`src/logic/ea_pkg.sv`:
```
// Shared types for the effective-address unit
// Register codes, operand mode groups, step sizes and byte selectors

package ea_pkg;

    typedef enum logic [2:0] {
        XWA,
        XBC,
        XDE,
        XHL,
        XIX,
        XIY,
        XIZ,
        XSP
    } reg_code_e;

    typedef logic [7:0]  sel_t;   // Bits 4:2 register, bits 1:0 byte
    typedef logic [23:0] addr_t;

    localparam sel_t SEL_NULL = 8'h40;  // Reads as zero

    // First-byte groups, taken from {op[6], op[3:0]}
    typedef enum logic [4:0] {
        R_SHORT  = 5'h00,  // Any first byte with bit 6 clear
        ABS8     = 5'h10,
        ABS16    = 5'h11,
        ABS24    = 5'h12,
        R32_EXT  = 5'h13,  // Plain, +d16 or +r8/r16
        PRE_DEC  = 5'h14,
        POST_INC = 5'h15
    } ea_mode_e;

    typedef enum logic [1:0] {
        STEP1 = 2'd0,
        STEP2 = 2'd1,
        STEP4 = 2'd2
    } step_e;

    function automatic sel_t full_reg_sel(reg_code_e code);
        return {3'b111, code, 2'b00};  // E0 plus four times the code
    endfunction

endpackage

```
`src/logic/reg_port_if.sv`:
```
// Port between the address generator and the register bank
// Index and auxiliary reads plus the step controls

`timescale 1ns/1ns

interface reg_port_if import ea_pkg::*; ();

    sel_t        idx_sel;
    logic [31:0] idx_data;   // Full register value
    sel_t        aux_sel;
    logic [15:0] aux_data;   // Zero-extended byte or halfword
    step_e       step;
    logic        inc;
    logic        dec;

    modport gen  (output idx_sel, aux_sel, step, inc, dec, input idx_data, aux_data);
    modport bank (input idx_sel, aux_sel, step, inc, dec, output idx_data, aux_data);

endinterface

```
`src/logic/op_window.sv`:
```
// Instruction byte window feeding the address decoder
// Appends incoming bytes and drops the bytes the decoder used

`timescale 1ns/1ns

module op_window #(
    parameter int WIN_BYTES = 8
) (
    input  logic        clk,
    input  logic        rst,
    input  logic        cen,
    input  logic        byte_we,
    input  logic [ 7:0] byte_in,
    input  logic [ 2:0] fetched,
    output logic [31:0] op,
    output logic [ 3:0] level
);

    logic [7:0] q    [WIN_BYTES];
    logic [7:0] nx_q [WIN_BYTES];
    logic [3:0] count;
    logic [3:0] remain;
    logic [3:0] nx_count;
    logic       room;

    assign remain   = count - {1'b0, fetched};     // Bytes left after the drop
    assign room     = remain < 4'(WIN_BYTES);
    assign nx_count = remain + {3'd0, byte_we & room};

    // Shift down by fetched, then place the new byte at the tail
    always_comb begin
        for (int i = 0; i < WIN_BYTES; i++) begin
            if (i + int'(fetched) < WIN_BYTES) begin
                nx_q[i] = q[i + int'(fetched)];
            end else begin
                nx_q[i] = q[i];
            end
            if (byte_we && room && i == int'(remain)) begin
                nx_q[i] = byte_in;
            end
        end
    end

    always_ff @(posedge clk or posedge rst) begin
        if (rst) begin
            count <= 4'd0;
        end else if (cen) begin
            count <= nx_count;
        end
    end

    always_ff @(posedge clk) begin
        if (cen) begin
            q <= nx_q;
        end
    end

    assign op    = {q[3], q[2], q[1], q[0]};  // Oldest byte lowest
    assign level = count;

    // Decoder may only consume what the window holds
    assert property (@(posedge clk) disable iff (rst) cen |-> {1'b0, fetched} <= level)
        else $error("op_window: fetched %0d exceeds level %0d", fetched, level);

endmodule

```
`src/logic/idx_addr_gen.sv`:
```
// Indexed memory-operand decoder with 24-bit address adder
// First phase picks the mode, second phase reads extension bytes

`timescale 1ns/1ns

module idx_addr_gen import ea_pkg::*; (
    input  logic        clk,
    input  logic        rst,
    input  logic        cen,
    input  logic        idx_en,
    input  logic [31:0] op,
    input  logic [ 3:0] level,
    output logic [ 2:0] fetched,
    reg_port_if.gen     rp,
    output logic        idx_ok,
    output addr_t       idx_addr
);

    ea_mode_e   mode, nx_mode;
    logic       phase, nx_phase;
    logic       pre_ok, nx_pre_ok;     // Ready flag, one cycle ahead of idx_ok
    logic       pre_inc, nx_pre_inc;   // Post-increment waits one cycle
    logic       nx_inc, nx_dec;
    logic       use_aux, nx_use_aux;   // Index register form
    logic       aux_wide, nx_aux_wide; // r16 instead of r8
    step_e      nx_step;
    sel_t       nx_idx_sel, nx_aux_sel;
    addr_t      offset, nx_offset;
    addr_t      aux_ext, nx_addr;
    addr_t      step_amt, idx_base;
    logic [4:0] raw_mode;

    assign raw_mode = {op[6], op[3:0]};
    assign aux_ext  = aux_wide ? {{8{rp.aux_data[15]}}, rp.aux_data}
                               : {{16{rp.aux_data[7]}}, rp.aux_data[7:0]};

    // Step size in bytes
    always_comb begin
        case (rp.step)
            STEP2:   step_amt = 24'd2;
            STEP4:   step_amt = 24'd4;
            default: step_amt = 24'd1;
        endcase
    end

    // Bank applies a pending decrement on this same edge
    assign idx_base = rp.dec ? rp.idx_data[23:0] - step_amt : rp.idx_data[23:0];

    // Tracks the register until idx_ok
    assign nx_addr = (idx_en && !idx_ok) ?
                     idx_base + (use_aux ? aux_ext : offset) : idx_addr;

    always_comb begin
        fetched     = 3'd0;
        nx_mode     = mode;
        nx_phase    = 1'b0;
        nx_pre_ok   = pre_ok & idx_en;
        nx_pre_inc  = 1'b0;
        nx_inc      = pre_inc;
        nx_dec      = 1'b0;
        nx_use_aux  = use_aux;
        nx_aux_wide = aux_wide;
        nx_step     = rp.step;
        nx_idx_sel  = rp.idx_sel;
        nx_aux_sel  = rp.aux_sel;
        nx_offset   = offset;
        if (idx_en && !pre_ok) begin
            if (!phase) begin
                fetched    = 3'd2;
                nx_use_aux = 1'b0;
                nx_offset  = '0;
                if (!op[6]) begin
                    nx_mode    = R_SHORT;
                    nx_idx_sel = full_reg_sel(reg_code_e'(op[2:0]));
                    nx_offset  = op[3] ? {{16{op[15]}}, op[15:8]} : '0;  // Optional d8
                    fetched    = op[3] ? 3'd2 : 3'd1;
                    nx_pre_ok  = 1'b1;
                end else begin
                    case (raw_mode)
                        ABS8, ABS16, ABS24: begin
                            nx_mode    = ea_mode_e'(raw_mode);
                            nx_idx_sel = SEL_NULL;
                            nx_offset  = {16'd0, op[15:8]};   // Low address byte
                            nx_pre_ok  = raw_mode == ABS8;
                            nx_phase   = raw_mode != ABS8;
                        end
                        R32_EXT: begin
                            nx_mode    = R32_EXT;
                            nx_idx_sel = {op[15:10], 2'd0};
                            case (op[9:8])
                                2'd1: nx_phase = 1'b1;       // d16 follows
                                2'd2: begin
                                    nx_phase    = 1'b1;      // Register pair follows
                                    nx_use_aux  = 1'b1;
                                    nx_aux_wide = op[10];
                                end
                                default: nx_pre_ok = 1'b1;
                            endcase
                        end
                        PRE_DEC, POST_INC: begin
                            nx_mode    = ea_mode_e'(raw_mode);
                            nx_idx_sel = {op[15:10], 2'd0};
                            nx_step    = step_e'(op[9:8]);
                            nx_dec     = raw_mode == PRE_DEC;
                            nx_pre_inc = raw_mode == POST_INC;
                            nx_pre_ok  = 1'b1;
                        end
                        default: begin
                            nx_idx_sel = SEL_NULL;           // Unknown group skips its byte
                            fetched    = 3'd1;
                            nx_pre_ok  = 1'b1;
                        end
                    endcase
                end
            end else begin
                nx_pre_ok = 1'b1;
                case (mode)
                    ABS16: begin
                        nx_offset[23:8] = {8'd0, op[7:0]};
                        fetched         = 3'd1;
                    end
                    ABS24: begin
                        nx_offset[23:8] = op[15:0];
                        fetched         = 3'd2;
                    end
                    R32_EXT: begin
                        fetched = 3'd2;
                        if (use_aux) begin
                            nx_idx_sel = op[7:0];
                            nx_aux_sel = op[15:8];
                        end else begin
                            nx_offset = {{8{op[15]}}, op[15:0]};
                        end
                    end
                    default: ;
                endcase
            end
        end
    end

    always_ff @(posedge clk or posedge rst) begin
        if (rst) begin
            mode     <= R_SHORT;
            phase    <= 1'b0;
            pre_ok   <= 1'b0;
            pre_inc  <= 1'b0;
            use_aux  <= 1'b0;
            aux_wide <= 1'b0;
            rp.inc   <= 1'b0;
            rp.dec   <= 1'b0;
            idx_ok   <= 1'b0;
        end else if (cen) begin
            mode     <= nx_mode;
            phase    <= nx_phase;
            pre_ok   <= nx_pre_ok;
            pre_inc  <= nx_pre_inc;
            use_aux  <= nx_use_aux;
            aux_wide <= nx_aux_wide;
            rp.inc   <= nx_inc;
            rp.dec   <= nx_dec;
            idx_ok   <= pre_ok;
        end
    end

    always_ff @(posedge clk) begin
        if (cen) begin
            offset     <= nx_offset;
            rp.idx_sel <= nx_idx_sel;
            rp.aux_sel <= nx_aux_sel;
            rp.step    <= nx_step;
            idx_addr   <= nx_addr;
        end
    end

    // A new operand needs four bytes in the window
    assert property (@(posedge clk) disable iff (rst)
                     cen && idx_en && !pre_ok && !phase |-> level >= 4'd4)
        else $error("idx_addr_gen: idx_en with level %0d", level);

endmodule

```
`src/logic/reg_bank.sv`:
```
// Eight 32-bit registers XWA to XSP
// Index and auxiliary reads, host port and step increment or decrement

`timescale 1ns/1ns

module reg_bank import ea_pkg::*; (
    input  logic        clk,
    input  logic        rst,
    input  logic        cen,
    reg_port_if.bank    rp,
    input  logic        wr_en,
    input  reg_code_e   wr_sel,
    input  logic [31:0] wr_data,
    input  reg_code_e   rd_sel,
    output logic [31:0] rd_data
);

    logic [31:0] regs [8];
    logic [31:0] aux_word;
    logic [31:0] step_val;
    logic [ 2:0] idx_reg;

    assign idx_reg  = rp.idx_sel[4:2];       // Low selectors wrap modulo 32
    assign aux_word = regs[rp.aux_sel[4:2]];

    always_comb begin
        case (rp.step)
            STEP2:   step_val = 32'd2;
            STEP4:   step_val = 32'd4;
            default: step_val = 32'd1;
        endcase
    end

    assign rp.idx_data = (rp.idx_sel == SEL_NULL) ? 32'd0 : regs[idx_reg];

    always_comb begin
        if (rp.aux_sel == SEL_NULL) begin
            rp.aux_data = 16'd0;
        end else begin
            case (rp.aux_sel[1:0])
                2'd0:    rp.aux_data = aux_word[15:0];
                2'd1:    rp.aux_data = {8'd0, aux_word[15:8]};
                2'd2:    rp.aux_data = aux_word[31:16];
                default: rp.aux_data = {8'd0, aux_word[31:24]};
            endcase
        end
    end

    assign rd_data = regs[rd_sel];

    always_ff @(posedge clk or posedge rst) begin
        if (rst) begin
            for (int i = 0; i < 8; i++) begin
                regs[i] <= 32'd0;
            end
        end else if (cen) begin
            if (wr_en) begin
                regs[wr_sel] <= wr_data;                     // Host wins over a step
            end else if (rp.inc && rp.idx_sel != SEL_NULL) begin
                regs[idx_reg] <= regs[idx_reg] + step_val;
            end else if (rp.dec && rp.idx_sel != SEL_NULL) begin
                regs[idx_reg] <= regs[idx_reg] - step_val;
            end
        end
    end

    assert property (@(posedge clk) disable iff (rst) !(rp.inc && rp.dec))
        else $error("reg_bank: inc and dec both high");

endmodule

```
`src/logic/ea_issue.sv`:
```
// Request stage for finished addresses
// One ea_valid pulse per rising idx_ok, address held until the next

`timescale 1ns/1ns

module ea_issue import ea_pkg::*; (
    input  logic  clk,
    input  logic  rst,
    input  logic  cen,
    input  logic  idx_ok,
    input  addr_t idx_addr,
    output logic  ea_valid,
    output addr_t ea_addr
);

    logic idx_ok_d;
    logic ok_rise;

    assign ok_rise = idx_ok & ~idx_ok_d;

    always_ff @(posedge clk or posedge rst) begin
        if (rst) begin
            idx_ok_d <= 1'b0;
            ea_valid <= 1'b0;
        end else if (cen) begin
            idx_ok_d <= idx_ok;
            ea_valid <= ok_rise;
        end
    end

    always_ff @(posedge clk) begin
        if (cen && ok_rise) begin
            ea_addr <= idx_addr;   // Captured with the pulse
        end
    end

endmodule

```
`src/logic/ea_unit_top.sv`:
```
// Effective-address unit top level
// Byte window, address generator, register bank and request stage

`timescale 1ns/1ns

module ea_unit_top import ea_pkg::*; #(
    parameter int WIN_BYTES = 8
) (
    input  logic        clk,
    input  logic        rst,
    input  logic        cen,
    input  logic        byte_we,
    input  logic [ 7:0] byte_in,
    input  logic        idx_en,
    input  logic        wr_en,
    input  reg_code_e   wr_sel,
    input  logic [31:0] wr_data,
    input  reg_code_e   rd_sel,
    output logic [31:0] rd_data,
    output logic [ 3:0] level,
    output logic        ea_valid,
    output addr_t       ea_addr
);

    logic [31:0] op;
    logic [ 2:0] fetched;
    logic        idx_ok;
    addr_t       idx_addr;

    reg_port_if rp ();

    op_window #(
        .WIN_BYTES(WIN_BYTES)
    ) u_window (
        .clk     (clk),
        .rst     (rst),
        .cen     (cen),
        .byte_we (byte_we),
        .byte_in (byte_in),
        .fetched (fetched),
        .op      (op),
        .level   (level)
    );

    idx_addr_gen u_gen (
        .clk      (clk),
        .rst      (rst),
        .cen      (cen),
        .idx_en   (idx_en),
        .op       (op),
        .level    (level),
        .fetched  (fetched),
        .rp       (rp.gen),
        .idx_ok   (idx_ok),
        .idx_addr (idx_addr)
    );

    reg_bank u_bank (
        .clk     (clk),
        .rst     (rst),
        .cen     (cen),
        .rp      (rp.bank),
        .wr_en   (wr_en),
        .wr_sel  (wr_sel),
        .wr_data (wr_data),
        .rd_sel  (rd_sel),
        .rd_data (rd_data)
    );

    ea_issue u_issue (
        .clk      (clk),
        .rst      (rst),
        .cen      (cen),
        .idx_ok   (idx_ok),
        .idx_addr (idx_addr),
        .ea_valid (ea_valid),
        .ea_addr  (ea_addr)
    );

endmodule

```
`config.mk`:
```
export PLATFORM = sky130hd
export DESIGN_NAME = ea_unit_top
export DESIGN_NICKNAME = d
export VERILOG_FILES = /design/src/logic/ea_pkg.sv /design/src/logic/reg_port_if.sv /design/src/logic/op_window.sv /design/src/logic/idx_addr_gen.sv /design/src/logic/reg_bank.sv /design/src/logic/ea_issue.sv /design/src/logic/ea_unit_top.sv
export SDC_FILE = /design/constraint.sdc
export NUM_CORES = 1
export LEC_CHECK = 0
export CAP_MARGIN = 20
export CELL_PAD_IN_SITES_DETAIL_PLACEMENT = 1
export CELL_PAD_IN_SITES_GLOBAL_PLACEMENT = 1
export CORE_MARGIN = 3
export CORE_UTILIZATION = 48
export CTS_CLUSTER_SIZE = 10
export DETAILED_ROUTE_END_ITERATION = 8
export DONT_BUFFER_PORTS = 1
export GPL_ROUTABILITY_DRIVEN = 0
export HOLD_SLACK_MARGIN = 0.02
export PLACE_DENSITY = 0.8
export SYNTH_ARGS = -nofsm -noshare
export SYNTH_HDL_FRONTEND = slang
export SYNTH_HIERARCHICAL = 1
export SYNTH_SLANG_ARGS = --single-unit
```
`constraint.sdc`:
```
create_clock -name clk -period 7.5 [get_ports clk]
set_input_delay 1.125 -clock clk [delete_from_list [all_inputs] [get_ports clk]]
set_output_delay 1.125 -clock clk [all_outputs]
set_load 0.1 [all_outputs]
```
==> metrics.cfg <==
[floorplanning]
initial_core_util_pct = 48.9
num_rows = 92
core_um2 = 63500
die_y_um = 260
dieArea_um2 = 67800
die_w_um = 260
ios = 113

[setup_path]
worstPathRequired_ns = 7.84
cp-end-kind = register
cp_cell_sequence = buf_4 > mux2i_1 > o2bb2ai_1 > a221oi_1 > nor2_1 > inv_1 > fa_1 > inv_1 > a21boi_2 > nand2_1 > nor3_2 > nand2_1 > xnor2_1 > ha_1 > a21o_1 > a21o_1 > a2111oi_0 > o21ai_0 > o221ai_1 > xnor2_1
slowest_delay_ns = 0.92
cp-start-kind = register
critical_path_class = register to register
cp_max_fo = 19
crit_arrival_ns = 6.30
slowest_stage = a221oi_1

[grt]
grt_usage_pct = 36.4
grt_pass1_wl_um = 185000
grt_max_degree = 145
gr-total-overflow = 0
antenna_found_initial = 10
grt_pass1_vias = 28139

[sta]
setup_viol = 0
period_minus_slack_ns = 5.96
slew_viol_final = 0
setup_ws_ns = 1.54
hold_viol_final = 0
worst_slew_pin_slew_ns = 1.16
fin_skew_ns = 0.0528
rsz0062_at_grt = false
slew_headroom_pct = 22.5
fin_crit_sh_pct = 79.4
tns_ns = 0
timing.fmax_mhz = 168

[layout]
layout.nets = 2838
area_growth_syn_to_layout_pct = 7.28
fin_cells = 3618
drive_gt1_share_pct = 22.4
nFillCells = 6691

[synthesis]
synth_area_per_cell_um2 = 10.8
netlist_instances = 2874
synth_nets = 2981
ys_warn_count = 6
synth_area_um2 = 31100

[clock_network]
cts_buffer_depth = 3
cts_buffers = 52
clk_latency_ns = 0.65
hold_buffers = 0
clk_pin_slew_ns = 0.07
cts_tree = done
cts_resized = 0
post_cts_buffers = 0
cts_sinks = 429
root_buffer = clkbuf_16
cts_max_level = 2

[placement]
place_ws_ns = 1.69
hpwl_um = 79900
dp_cells = 3516
io_buffers = 0

[power]
ir_worst_vdd_v = 0.000230
powerDensity_nw_per_um2 = 311
power_mw = 10.4
p_leak_nw = 12.8

[routing]
ant_nets = 0
drc_errors = 0
wl_per_cell_um = 34.5
drtIter0Drc = 3886
num_vias = 27372
first_pass_iters = 7
vias_per_cell = 7.57
wl_um = 125000

[hold_path]
hold_class = primary input to asynchronous set/reset pin

[run_status]
status = completed

[job]
maxCapViolations = 0

[layer usage]
metal	GRT usage (%)	vias up	wire length (µm)	share of wire, %
met5	0.292	-	40	0.032
met4	22.4	6	9140	7.3
met3	11.8	592	16600	13
met2	54.6	2228	54700	44
met1	45.9	13838	44300	35
li1	-	10708	-	-
[state kept, by name, indices dropped and copies added (netlist names)]
signal / count
u_bank/regs: 256
u_gen/aux_wide: 1
u_gen/idx_addr: 24
u_gen/idx_ok: 1
u_gen/mode: 5
u_gen/nx_inc: 1
u_gen/offset: 24
u_gen/phase: 1
u_gen/pre_ok: 1
u_gen/rp.aux_sel: 8
u_gen/rp.dec: 1
u_gen/rp.idx_sel: 8
u_gen/rp.inc: 1
u_gen/rp.step: 2
u_gen/use_aux: 1
u_issue/ea_addr: 24
u_issue/ea_valid: 1
u_issue/idx_ok_d: 1
u_window/level: 4
u_window/op: 32
u_window/q: 32
[worst paths after layout]
| path | from | endpoint | slack (ns) | cells after the start |
|---|---|---|---|---|
| setup / recovery | u_gen/rp.idx_sel[2] | u_gen/idx_addr[23] | 1.54 | 20 |
| setup reg to reg | u_gen/rp.idx_sel[2] | u_gen/idx_addr[23] | 1.54 | 20 |
| min in group clk | u_gen/idx_addr[23] | u_issue/ea_addr[23] | 0.42 | 0 |
| hold / removal | rst | u_issue/idx_ok_d | 0.22 | 1 |
| hold reg to reg | u_gen/idx_addr[23] | u_issue/ea_addr[23] | 0.42 | 0 |
| max in group asynchronous | rst | u_bank/regs[174] | 5.49 | 3 |
[worst max-delay path: cells and delay by family, from the launching register on]
kind / cells / cell delay, ns
xor gates and xnor gates: 2 / 0.27
muxes: 1 / 0.26
AOI/OAI and AO/OA: 8 / 2.33
and+or+nand+nor: 4 / 0.92
buffers and inverters: 3 / 0.62
adders and majority gates: 2 / 0.64
DFF: 1 / 0.62
[where the power goes]
group | switching, mW | internal (mW)
combinational | 2.44 | 1.64
sequential | 0.781 | 3.03
clock | 1.08 | 1.39
[layout by cell type, fill, tap and decap left out, drive strengths merged, types with 10 or more instances in the layout]
cell      n
xnor2    48
a32oi    89
a31oi    16
edfxtp  154
mux2i    61
a21oi    73
nor2b    11
a22oi    33
a221o    11
a221oi  126
dfrtp   275
and2     40
buf      77
nor3     32
clkbuf   83
nand2   303
nor2    371
inv      51
mux4    247
mux2    142
xor2     32
ha       50
a21o     22
nor4     19
nand2b   10
and3     21
a22o     12
o21ai   170
nand4    15
nand3    27
o21a     15
a222oi   11
[stage by stage]
step | hold slack [ns] | instance area [µm²] | util [%]
after floorplan | 0.400 | 31100 | -
final | 0.218 | 33300 | 52.4
after CTS | 0.197 | 33200 | 52.3
after detailed placement | 0.406 | 31600 | 49.7
after global placement | 0.409 | 31600 | 49.7
after global routing | 0.212 | 33300 | 52.4
[final cells by class]
class | instances | area, µm² | area share, %
Clock inverter | 8 | 125 | 0.376
Sequential cell | 429 | 11500 | 34.5
Timing Repair Buffer | 78 | 654 | 1.96
Multi-Input combinational cell | 2117 | 18300 | 54.8
Clock buffer | 82 | 1480 | 4.45
Inverter | 53 | 203 | 0.608
Antenna cell | 5 | 12.5 | 0.0376
Tap cell | 846 | 1060 | 3.18
Note: power is estimated with default switching activity, not from simulation.
